===== config.mk =====
export PLATFORM = sky130hd
export DESIGN_NAME = branch_unit
export DESIGN_NICKNAME = d
export VERILOG_FILES = /design/src/branch_pkg.sv /design/src/branch_unit.sv /design/src/branch_target_buffer.sv /design/src/branch_resolve.sv /design/src/branch_issue_queue.sv
export SDC_FILE = /design/constraint.sdc
export NUM_CORES = 1
export LEC_CHECK = 0
export BUFFER_PORTS_ARGS = -buffer_cell sky130_fd_sc_hd__buf_2
export CELL_PAD_IN_SITES_DETAIL_PLACEMENT = 1
export CELL_PAD_IN_SITES_GLOBAL_PLACEMENT = 1
export CORE_ASPECT_RATIO = 0.6
export CORE_MARGIN = 3
export CORE_UTILIZATION = 40
export CTS_CLUSTER_DIAMETER = 100
export DETAILED_ROUTE_END_ITERATION = 10
export PLACE_DENSITY = 0.71
export SLEW_MARGIN = 15
export SYNTH_ARGS = -nofsm -noshare
export SYNTH_HDL_FRONTEND = slang
export SYNTH_SLANG_ARGS = --single-unit

===== constraint.sdc =====
create_clock -name CLK -period 8.6 [get_ports CLK]
set_input_delay 1.72 -clock CLK [delete_from_list [all_inputs] [get_ports CLK]]
set_output_delay 1.72 -clock CLK [all_outputs]
set_load 0.05 [all_outputs]

===== src/branch_pkg.sv =====
`default_nettype none

package branch_pkg;

  typedef logic [31:0] word_t;
  typedef logic [31:0] addr_t;
  typedef logic [3:0]  rob_tag_t;
  typedef logic [2:0]  br_type_t;

  // conditional branch types, encoded as the RV32 funct3 field
  localparam br_type_t BT_BEQ  = 3'd0;
  localparam br_type_t BT_BNE  = 3'd1;
  localparam br_type_t BT_BLT  = 3'd4;
  localparam br_type_t BT_BGE  = 3'd5;
  localparam br_type_t BT_BLTU = 3'd6;
  localparam br_type_t BT_BGEU = 3'd7;

  // queue depth doubles as the issuer's starting credit count
  localparam int BR_QUEUE_DEPTH = 4;
  localparam int BR_CREDIT_W    = 3;
  localparam int BR_PTR_W       = $clog2(BR_QUEUE_DEPTH);

  // BTB index is pc[5:2] and the tag is pc[31:6]
  localparam int BTB_ENTRIES = 16;
  localparam int BTB_INDEX_W = 4;
  localparam int BTB_TAG_W   = 26;

  typedef logic [BTB_TAG_W-1:0] btb_tag_t;

  typedef struct packed {
    rob_tag_t rob_tag;
    br_type_t br_type;
    addr_t    pc;
    word_t    imm;
    word_t    reg_a;
    word_t    reg_b;
    logic     predicted_taken;
  } br_req_t;

  typedef struct packed {
    rob_tag_t rob_tag;
    logic     taken;
    logic     miss;
    addr_t    correct_pc;
    addr_t    target;
  } br_result_t;

  typedef struct packed {
    addr_t pc;
    addr_t target;
    logic  taken;
  } btb_update_t;

endpackage

`default_nettype wire

===== src/branch_unit.sv =====
`timescale 1ns/1ps
`default_nettype none

module branch_unit (
  input  wire logic                CLK,
  input  wire logic                nRST,
  input  wire logic                req_valid,
  input  wire branch_pkg::br_req_t req,
  output logic                     credit_return,
  output logic                     result_valid,
  output branch_pkg::br_result_t   result,
  input  wire branch_pkg::addr_t   lookup_pc,
  output logic                     lookup_hit,
  output branch_pkg::addr_t        lookup_target
);
  import branch_pkg::*;

  logic        head_valid;
  br_req_t     head_req;
  logic        btb_update_valid;
  btb_update_t btb_update;

  branch_issue_queue u_queue (
    .CLK           (CLK),
    .nRST          (nRST),
    .req_valid     (req_valid),
    .req           (req),
    .head_valid    (head_valid),
    .head_req      (head_req),
    .credit_return (credit_return)
  );

  branch_resolve u_resolve (
    .CLK              (CLK),
    .nRST             (nRST),
    .head_valid       (head_valid),
    .head_req         (head_req),
    .result_valid     (result_valid),
    .result           (result),
    .btb_update_valid (btb_update_valid),
    .btb_update       (btb_update)
  );

  // fetch reads the BTB while resolutions train it
  branch_target_buffer u_btb (
    .CLK           (CLK),
    .nRST          (nRST),
    .lookup_pc     (lookup_pc),
    .lookup_hit    (lookup_hit),
    .lookup_target (lookup_target),
    .update_valid  (btb_update_valid),
    .update        (btb_update)
  );

endmodule

`default_nettype wire


===== src/branch_target_buffer.sv =====
`timescale 1ns/1ps
`default_nettype none

module branch_target_buffer (
  input  wire logic                   CLK,
  input  wire logic                   nRST,
  input  wire branch_pkg::addr_t      lookup_pc,
  output logic                        lookup_hit,
  output branch_pkg::addr_t           lookup_target,
  input  wire logic                   update_valid,
  input  wire branch_pkg::btb_update_t update
);
  import branch_pkg::*;

  logic     valid      [BTB_ENTRIES];
  btb_tag_t tag_mem    [BTB_ENTRIES];
  addr_t    target_mem [BTB_ENTRIES];

  logic [BTB_INDEX_W-1:0] lookup_index;
  btb_tag_t               lookup_tag;
  logic [BTB_INDEX_W-1:0] update_index;
  btb_tag_t               update_tag;
  logic                   update_tag_match;

  // the low two pc bits are always zero for aligned instructions
  assign lookup_index = lookup_pc[BTB_INDEX_W+1:2];
  assign lookup_tag   = lookup_pc[31 -: BTB_TAG_W];
  assign update_index = update.pc[BTB_INDEX_W+1:2];
  assign update_tag   = update.pc[31 -: BTB_TAG_W];

  assign lookup_hit    = valid[lookup_index] && (tag_mem[lookup_index] == lookup_tag);
  assign lookup_target = target_mem[lookup_index];

  assign update_tag_match = (tag_mem[update_index] == update_tag);

  // a not-taken branch only evicts its own entry, never an alias
  always_ff @(posedge CLK, negedge nRST) begin
    if (!nRST) begin
      for (int i = 0; i < BTB_ENTRIES; i++) begin
        valid[i] <= 1'b0;
      end
    end else if (update_valid) begin
      if (update.taken) begin
        valid[update_index] <= 1'b1;
      end else if (update_tag_match) begin
        valid[update_index] <= 1'b0;
      end
    end
  end

  always_ff @(posedge CLK) begin
    if (update_valid && update.taken) begin
      tag_mem[update_index]    <= update_tag;
      target_mem[update_index] <= update.target;
    end
  end

endmodule

`default_nettype wire


===== src/branch_resolve.sv =====
`timescale 1ns/1ps
`default_nettype none

module branch_resolve (
  input  wire logic                  CLK,
  input  wire logic                  nRST,
  input  wire logic                  head_valid,
  input  wire branch_pkg::br_req_t   head_req,
  output logic                       result_valid,
  output branch_pkg::br_result_t     result,
  output logic                       btb_update_valid,
  output branch_pkg::btb_update_t    btb_update
);
  import branch_pkg::*;

  logic  equal;
  logic  less_signed;
  logic  less_unsigned;
  logic  taken;
  logic  miss;
  addr_t target;
  addr_t fall_through;
  addr_t correct_pc;

  br_result_t  result_q;
  btb_update_t update_q;

  assign equal         = (head_req.reg_a == head_req.reg_b);
  assign less_signed   = ($signed(head_req.reg_a) < $signed(head_req.reg_b));
  assign less_unsigned = (head_req.reg_a < head_req.reg_b);

  // funct3 bit 0 inverts the sense of each compare pair
  always_comb begin
    case (head_req.br_type)
      BT_BEQ:  taken = equal;
      BT_BNE:  taken = !equal;
      BT_BLT:  taken = less_signed;
      BT_BGE:  taken = !less_signed;
      BT_BLTU: taken = less_unsigned;
      BT_BGEU: taken = !less_unsigned;
      default: taken = 1'b0;
    endcase
  end

  assign target       = head_req.pc + head_req.imm;
  assign fall_through = head_req.pc + 32'd4;
  assign correct_pc   = taken ? target : fall_through;
  assign miss         = (taken != head_req.predicted_taken);

  always_ff @(posedge CLK, negedge nRST) begin
    if (!nRST) begin
      result_valid <= 1'b0;
    end else begin
      result_valid <= head_valid;
    end
  end

  // the result and the BTB training data are captured together
  always_ff @(posedge CLK) begin
    if (head_valid) begin
      result_q.rob_tag    <= head_req.rob_tag;
      result_q.taken      <= taken;
      result_q.miss       <= miss;
      result_q.correct_pc <= correct_pc;
      result_q.target     <= target;
      update_q.pc         <= head_req.pc;
      update_q.target     <= target;
      update_q.taken      <= taken;
    end
  end

  assign result = result_q;

  // every resolved branch trains the BTB in its result cycle
  assign btb_update_valid = result_valid;
  assign btb_update       = update_q;

endmodule

`default_nettype wire


===== src/branch_issue_queue.sv =====
`timescale 1ns/1ps
`default_nettype none

module branch_issue_queue (
  input  wire logic              CLK,
  input  wire logic              nRST,
  input  wire logic              req_valid,
  input  wire branch_pkg::br_req_t req,
  output logic                   head_valid,
  output branch_pkg::br_req_t    head_req,
  output logic                   credit_return
);
  import branch_pkg::*;

  // circular buffer of queued branches, oldest at rd_ptr
  br_req_t mem [BR_QUEUE_DEPTH];

  logic [BR_PTR_W-1:0]    wr_ptr;
  logic [BR_PTR_W-1:0]    rd_ptr;
  logic [BR_CREDIT_W-1:0] count;
  logic                   pop;

  // the resolve stage never stalls, so a valid head always leaves
  assign head_valid    = (count != '0);
  assign head_req      = mem[rd_ptr];
  assign pop           = head_valid;
  assign credit_return = pop;

  always_ff @(posedge CLK) begin
    if (req_valid) begin
      mem[wr_ptr] <= req;
    end
  end

  always_ff @(posedge CLK, negedge nRST) begin
    if (!nRST) begin
      wr_ptr <= '0;
    end else if (req_valid) begin
      wr_ptr <= wr_ptr + 1'b1;
    end
  end

  always_ff @(posedge CLK, negedge nRST) begin
    if (!nRST) begin
      rd_ptr <= '0;
    end else if (pop) begin
      rd_ptr <= rd_ptr + 1'b1;
    end
  end

  // the issuer's credit count keeps a push from landing on a full queue
  always_ff @(posedge CLK, negedge nRST) begin
    if (!nRST) begin
      count <= '0;
    end else begin
      case ({req_valid, pop})
        2'b10:   count <= count + 1'b1;
        2'b01:   count <= count - 1'b1;
        default: count <= count;
      endcase
    end
  end

endmodule

`default_nettype wire


Word-level counts from Yosys, hierarchy flattened
Memories as Yosys holds them, arrays and structs flattened. A register that Yosys moved wholly into a read port is not among the register bits.
Cells that the tools add are included.
{"block": "word_totals", "n_memories": 3, "elab_cells": 82, "reg_bits": 126, "mem_bits_rw": 1472}
{"memory": "u_queue.mem", "depth": 4, "width": 136, "read_ports": 1, "rd_ports_with_merged_regs": 0, "write_ports": 1, "line_no": "branch_issue_queue.sv:16", "rtl": "br_req_t mem [BR_QUEUE_DEPTH];"}
{"memory": "u_btb.target_mem", "depth": 16, "width": 32, "read_ports": 1, "rd_ports_with_merged_regs": 0, "write_ports": 1, "line_no": "branch_target_buffer.sv:17", "rtl": "addr_t target_mem [BTB_ENTRIES];"}
{"memory": "u_btb.tag_mem", "depth": 16, "width": 26, "read_ports": 2, "rd_ports_with_merged_regs": 1, "write_ports": 1, "line_no": "branch_target_buffer.sv:16", "rtl": "btb_tag_t tag_mem [BTB_ENTRIES];"}
{"block": "classes", "bitwise": 5, "order_cmp": 5, "n_mux": 15, "n_reduce_logical": 11, "addsub": 6, "eq_ne": 11}
{"operator": "32-bit less-than comparator", "n": 2}
{"operator": "26-bit == test", "n": 2}
{"operator": "32-bit by 3-bit adder with 32-bit output, second input constant", "n": 1}
{"operator": "32-bit adder", "n": 1}
{"operator": "32-bit == test", "n": 1}
{"operator": "16-bit two-way mux", "n": 2}
{"operator": "32-bit two-way mux", "n": 1}
{"operator": "16-bit AND", "n": 1}
{"operator": "16-bit inverter", "n": 1}
{"operator": "16-bit bitwise OR", "n": 1}
{"operator": "3-bit == test, second input constant", "n": 4}
{"operator": "5-bit >= comparator, second input constant", "n": 2}
{"operator": "4-bit inverter with 5-bit output", "n": 2}
{"operator": "1-bit two-way mux", "n": 7}
{"operator": "1-bit case mux with 6 select lines", "n": 1}
{"operator": "3-bit case mux with 2 select lines", "n": 1}
{"operator": "5-bit by 1-bit less-than comparator with 1-bit output, second input constant", "n": 1}
{"operator": "2-bit by 1-bit adder with 2-bit output, second input constant", "n": 2}
{"operator": "1-bit binary-select mux with 4-bit select", "n": 1}
{"operator": "1-bit demux with 4-bit select", "n": 1}
{"operator": "4-bit two-way mux", "n": 1}
{"operator": "2-bit nonzero test", "n": 2}
{"operator": "3-bit by 1-bit adder with 3-bit output, second input constant", "n": 1}
{"operator": "3-bit by 1-bit == test with 1-bit output, second input constant", "n": 1}
{"operator": "9 further kinds", "n": 13}

Depth between registers and ports, before layout
Gate-level depths: netlist (run 1).
{"block": "logic_depth", "depth_word": 9, "depth_mapped": 19, "mapped_depth_nobuf": 13}

Cells and area by module
From an unflattened synthesis (run 1), not the netlist that was laid out.
{"block": "unflattened", "hier_cells": 3186, "area_unflattened_um2": 66899.2}
{"mod": "branch_target_buffer", "cells_per_inst": 1823, "n_inst": 1, "seq_area_each_um2": 28267.1, "area_each_um2": 39962.1}
{"mod": "branch_issue_queue", "cells_per_inst": 747, "n_inst": 1, "seq_area_each_um2": 16510.8, "area_each_um2": 20143.1}
{"mod": "branch_resolve", "cells_per_inst": 616, "n_inst": 1, "seq_area_each_um2": 3088.0, "area_each_um2": 6794.0}

Worst setup path before layout (run 1)
Ideal clock, no wire load.
{"block": "synth_path", "kind": "input-to-output", "start": "input lookup_pc[2]", "end": "output lookup_hit", "arrival_ns": 5.437, "path_slack_ns": 1.443, "path_stages": 8, "cell_sequence": "buf_2 > buf_2 > buf_2 > mux4_2 > mux4_2 > xnor2_1 > nand4_1 > nor4_1"}
{"block": "synth_between", "elab_chain_cells": 5, "word_cells_on_any_way": 7, "cone_classes": "eq/ne: 1; mux: 3; bitwise: 1; reduce/logical: 1; memory: 1"}
{"element": "start, declared", "line_no": "branch_unit.sv:12", "rtl": "input wire branch_pkg::addr_t lookup_pc,"}
{"element": "parallel branches: the longest is 4 deep, another holds memory 16 x 26 bit"}
{"element": "1-bit logical AND (*)", "line_no": "branch_target_buffer.sv:31", "rtl": "assign lookup_hit = valid[lookup_index] && (tag_mem[lookup_index] == lookup_tag);"}
{"element": "end, declared", "line_no": "branch_unit.sv:13", "rtl": "output logic lookup_hit,"}
Mark *: on every way between the ends. The select of a mux whose other input is x is not followed.

Worst setup path in the final report (run 1)
Same ends and word-level chain as after synthesis.

==> metrics, run 1 <==
# setup viols final 0; Pins Over Slew Limit 0; pre-CTS setup slack 1.271 ns; Final Wtd Congestion 0.8001; Longest Clk Path Bufs 3; width of the die 533.3 µm; #FFs+latches synth 1,600; total grt overflow 0; Lkg Pwr 24.61 nW; Detailed Route Iter0 Violations 4,221; die area 171,900 µm²; Placed Instance Area 70,670 µm²; Post-synth EDFFs 1,572; port buffer count 273; final hold viol count 0; Avg Cell Area, Syn 21.06 µm²; DRC Markers 0; post_cts resized 0; Post-synth ARST share 0.01500; min Tclk post-route 7.227 ns; I/O pin total 276; crit path capture type primary output; first-pass GRT wire length 258,900 µm; RSZ-0062 raised after global routing false; peak supply drop 0.3244 mV; status complete, no violations; drt total wl 180,300 µm; Cell Pwr Density 374.7 nW/µm²; row cnt 115; share of cells above drive strength 1 0.3196; Netlist cell types 71; GRT Util Overall 0.2096; Post-synth top cells 1,572 x edfxtp_1, 505 x mux4_2, 81 x mux2i_1, 76 x xnor2_1, 75 x nor2_1; Cells after Synth 3,169; fmax 138.4 MHz; CP Max Fanout 60; largest net degree at the start of global routing 114; post-synth top area share 0.7073; design area 75,490 µm²; CP Launch Type input pin; CTS Buf Count 153; via count 33,960; placed wire-length estimate 110,600 µm; Final TNS setup 0 ns; clock latency at the later pin of the worst-skew pair 0.82 ns; vias per cell 5.814; WL/cell 30.86 µm; most instantiated library cell after synthesis edfxtp_1; Nets 3,726; Final Power 28.29 mW; clock skew 0.06127 ns; Synth Warn # 0; Max-Slew Margin vs Limit 0.2511; Post-synth top flop edfxtp_1; Arr. time, crit path 5.51 ns; critical path class in2out; actual slew at the worst max-slew pin 1.123 ns; MaxCap Viol Count 0; Synth area leaders edfxtp_1 71%, mux4_2 17%, ha_1 1.3%; Post-Syn Area 66,740 µm²; antenna violations before repair 38; FILL cells 15,200; Final Util 0.4582; antenna-violating nets left 0; Clock transition at path regs 0.06 ns; setup ws final 1.373 ns; root buffer cell clkbuf_16; Synth-to-Final Area Change 13.12%; vias in the first global route 35,120; CTS Hold Bufs 0; postcts setup bufs 0; iteration count of the initial detailed-routing pass 5; sequential fraction of the synthesis area 0.7175; Die Y 322.4 µm; worst min path class reg2reg; Num Clock Sinks 1,600; final worst path period share 0.8404; core area 164,800 µm²; Initial Util 0.4051; CTS tree yes; Worst EP required 6.88 ns; area leader, netlist edfxtp_1; Synth Net Count 3,411; CTS H-tree lvls 4
[sequential cells by signal, summed over array words and instances, names as in the netlist, named ones only]
register and flops:
u_queue.rd_ptr 2, u_resolve.btb_update_valid 1, u_btb.tag_mem 416, u_resolve.btb_update 30, u_queue.count 3, u_resolve.result 70
u_queue.mem 544, u_queue.wr_ptr 2, u_btb.target_mem 512
[per-layer routing]
layer  up-vias  track usage  share of wire
met5         -            0       0.000039
met4         2      0.05907          0.024
met3       265      0.05676          0.090
met2      1472       0.3111           0.45
met1     18290       0.3062           0.43
li1      13930            -              -
[through the flow]
step	hold slack [ns]	instances
2_1_floorplan	0.4336	3169
3_3_place_gp	0.4569	5552
3_5_place_dp	0.4948	5552
4_1_cts	0.5000	5824
5_1_grt	0.5124	5832
6_report	0.4982	5841
[worst max-delay path, stage by stage]
cell and delay, ns:
buf_8 0.48, buf_4 0.67, mux4_2 0.59, mux4_2 0.51
xnor2_1 0.17, nand4_1 0.24, nor4_1 0.55, buf_2 0.36
[final timing paths]
check	from	end	slack (ns)	cells after the start
min in group asynchronous	nRST	u_queue.rd_ptr[0]	0.99	1
worst min register to register	u_queue.count[2]	u_queue.count[2]	0.50	1
worst min-delay path	u_queue.count[2]	u_queue.count[2]	0.50	1
max in group asynchronous	nRST	u_queue.rd_ptr[1]	7.07	1
worst max-delay path	lookup_pc[2]	lookup_hit	1.37	8
worst max register to register	u_queue.rd_ptr[0]	u_resolve.result[62]	2.63	11
[layout make-up]
type,instances,area (µm²),share of cell area
flip-flops and latches,1600,47910,0.6346
clock inverters,94,825.8,0.01094
well taps,2223,2781,0.03684
diodes,17,42.54,0.0005635
clock buffers,178,3954,0.05237
inverters,61,229.0,0.003033
multi-input cells,1325,17790,0.2356
repair buffers,343,1971,0.02610
[cell families after synthesis]
group,Yosys count,synth area share
adder cells (fa/ha/maj),71,0.01354
flip-flops,1600,0.7175
multiplexers,636,0.1910
AO/OA/AOI/OAI,210,0.02145
XOR/XNOR,122,0.01601
AND/OR/NAND/NOR,286,0.02254
buffers and inverters,244,0.01792
[power by group]
| group | total (mW) | switching [mW] | leakage [nW] | internal, mW |
|---|---|---|---|---|
| clock | 6.51 | 2.99 | 2.33 | 3.52 |
| combinational | 9.60 | 6.14 | 7.59 | 3.46 |
| sequential | 12.2 | 1.29 | 14.7 | 10.9 |
| total | 28.3 | 10.4 | 24.6 | 17.9 |
[cells in the final DEF (no fill, tap or decap), drive strengths merged, types with 28 or more instances in the layout]
cell	n
inv	70
edfxtp	1572
mux2i	81
xnor2	76
nand2	51
clkinv	74
a21oi	38
nand3	28
o21ai	36
buf	343
mux2	50
mux4	505
nor2	76
clkbuf	178
xor2	46
ha	69
(Power assumes the default switching activity.)
==> run 2, diff against run 1 <==
--- a/config.mk
+++ b/config.mk
@@ -13,7 +13,7 @@
 export CORE_UTILIZATION = 40
 export CTS_CLUSTER_DIAMETER = 100
 export DETAILED_ROUTE_END_ITERATION = 10
-export PLACE_DENSITY = 0.71
+export PLACE_DENSITY = 0.74
 export SLEW_MARGIN = 15
 export SYNTH_ARGS = -nofsm -noshare
 export SYNTH_HDL_FRONTEND = slang
==> constraint.sdc (replaced) <==
create_clock -name CLK -period 6.1 [get_ports CLK]
set_input_delay 1.22 -clock CLK [delete_from_list [all_inputs] [get_ports CLK]]
set_output_delay 1.22 -clock CLK [all_outputs]
set_load 0.05 [all_outputs]
==> metrics, run 2 (synthesis gave the netlist of run 1 again) <==
Final Power 40.74 mW; DRC Markers 0; Biggest register u_queue.mem; clock skew 0.08346 ns; CP Max Fanout 30; CP Launch Type input pin; critical path class in2out; core area 164,800 µm²; Pins Over Slew Limit 0; Nets 3,744; worst min path class in2async; commonest non-fill, non-tap cell in the layout edfxtp_1; Detailed Route Iter0 Violations 3,876; row cnt 115; Clock transition at path regs 0.06 ns; I/O pin total 276; CTS H-tree lvls 4; Worst EP required 4.88 ns; Synth-to-Final Area Change 14.27%; most frequent cells in the layout 1,572 x edfxtp_1, 505 x mux4_2, 268 x buf_2; Num Clock Sinks 1,600; hold_ws 0.4644 ns; width of the die 533.3 µm; vias in the first global route 35,440; die area 171,900 µm²; vias per cell 5.855; peak supply drop 0.4024 mV; FILL cells 15,170; antenna violations before repair 41; share of cells above drive strength 1 0.3250; Longest Clk Path Bufs 3; first-pass GRT wire length 263,500 µm; total grt overflow 0; Die Y 322.4 µm; Final Wtd Congestion 0.8215; fmax 175.7 MHz; CP max stage cell mux4_2; Arr. time, crit path 4.47 ns; CTS Hold Bufs 0; CP Cell Sequence buf_8, mux4_2, mux2i_1, a21oi_1, xnor2_1, buf_4, nand4_1, or4_1, nor4_2, buf_4, buf_12; Final TNS setup 0 ns; clock latency at the later pin of the worst-skew pair 0.83 ns; port buffer count 273; Cell Pwr Density 534.2 nW/µm²; MaxCap Viol Count 0; Max-Slew Margin vs Limit 0.2685; CTS tree yes; # setup viols final 0; placed wire-length estimate 114,400 µm; actual slew at the worst max-slew pin 1.095 ns; drt total wl 182,500 µm; critical path's largest stage delay 0.58 ns; antenna-violating nets left 0; root buffer cell clkbuf_16; RSZ-0062 raised after global routing false; Initial Util 0.4051; max reg flops 544; via count 34,280; Lkg Pwr 24.94 nW; Largest regs u_queue.mem x544, u_btb.target_mem x512, u_btb.tag_mem x416; final worst path period share 0.9331; GRT Util Overall 0.2117; postcts setup bufs 0; min Tclk post-route 5.692 ns; crit path capture type primary output; status complete, no violations; Most common cell on crit path buf_4; final hold viol count 0; iteration count of the initial detailed-routing pass 5; CTS Buf Count 150; Final Util 0.4629; post_cts resized 0; largest net degree at the start of global routing 97; WL/cell 31.18 µm
==> run 2: worst paths after layout <==
kind,depth (start not counted),end,slack (ns),start
setup / recovery,11,lookup_hit,0.41,lookup_pc[2]
hold / removal,1,async pin,0.46,nRST
setup reg to reg,11,u_resolve.result[59],1.07,u_queue.rd_ptr[0]
hold reg to reg,1,u_queue.count[2],0.48,u_queue.count[2]
max in group asynchronous,1,u_queue.rd_ptr[0],5.14,nRST
min in group CLK,1,u_queue.count[2],0.48,u_queue.count[2]
==> run 2: report_power, final <==
| part | internal, mW | total [mW] | switching, mW | leakage (nW) |
|---|---|---|---|---|
| logic | 5.00 | 13.8 | 8.80 | 7.78 |
| registers | 15.4 | 17.1 | 1.78 | 14.7 |
| clock network | 5.48 | 9.81 | 4.33 | 2.47 |
==> run 2: layout make-up <==
type | count | area [µm²] | area share
flip-flops and latches | 1600 | 47900 | 0.6281
multi-input cells | 1325 | 17790 | 0.2332
clock buffers | 182 | 3935 | 0.05160
well taps | 2223 | 2781 | 0.03647
repair buffers | 364 | 2389 | 0.03132
clock inverters | 90 | 1214 | 0.01591
inverters | 61 | 229.0 | 0.003002
diodes | 10 | 25.02 | 0.0003281
==> run 2: stage by stage <==
stage / instances / area, µm² / setup WS [ns]
after floorplan: 3169 / 66740 / 0.4544
after global placement: 5572 / 71060 / 0.4010
after detailed placement: 5572 / 71060 / 0.3766
after CTS: 5844 / 76210 / 0.3739
after global routing: 5846 / 76240 / 0.2110
final: 5855 / 76260 / 0.4078
==> run 2: metal layers <==
metal  global-route usage  part of all wire
met1               0.3063              0.43
met2               0.3261              0.46
met3              0.04772             0.085
met4              0.05671             0.026
met5                    0           0.00019
==> run 2: critical path: cells and delay by family <==
| family | cells | cell delay (ns) |
|---|---|---|
| and+or+nand+nor | 3 | 1.01 |
| AOI/OAI and AO/OA | 1 | 0.21 |
| xor gates and xnor gates | 1 | 0.25 |
| muxes | 2 | 0.87 |
| buffers and inverters | 4 | 0.79 |
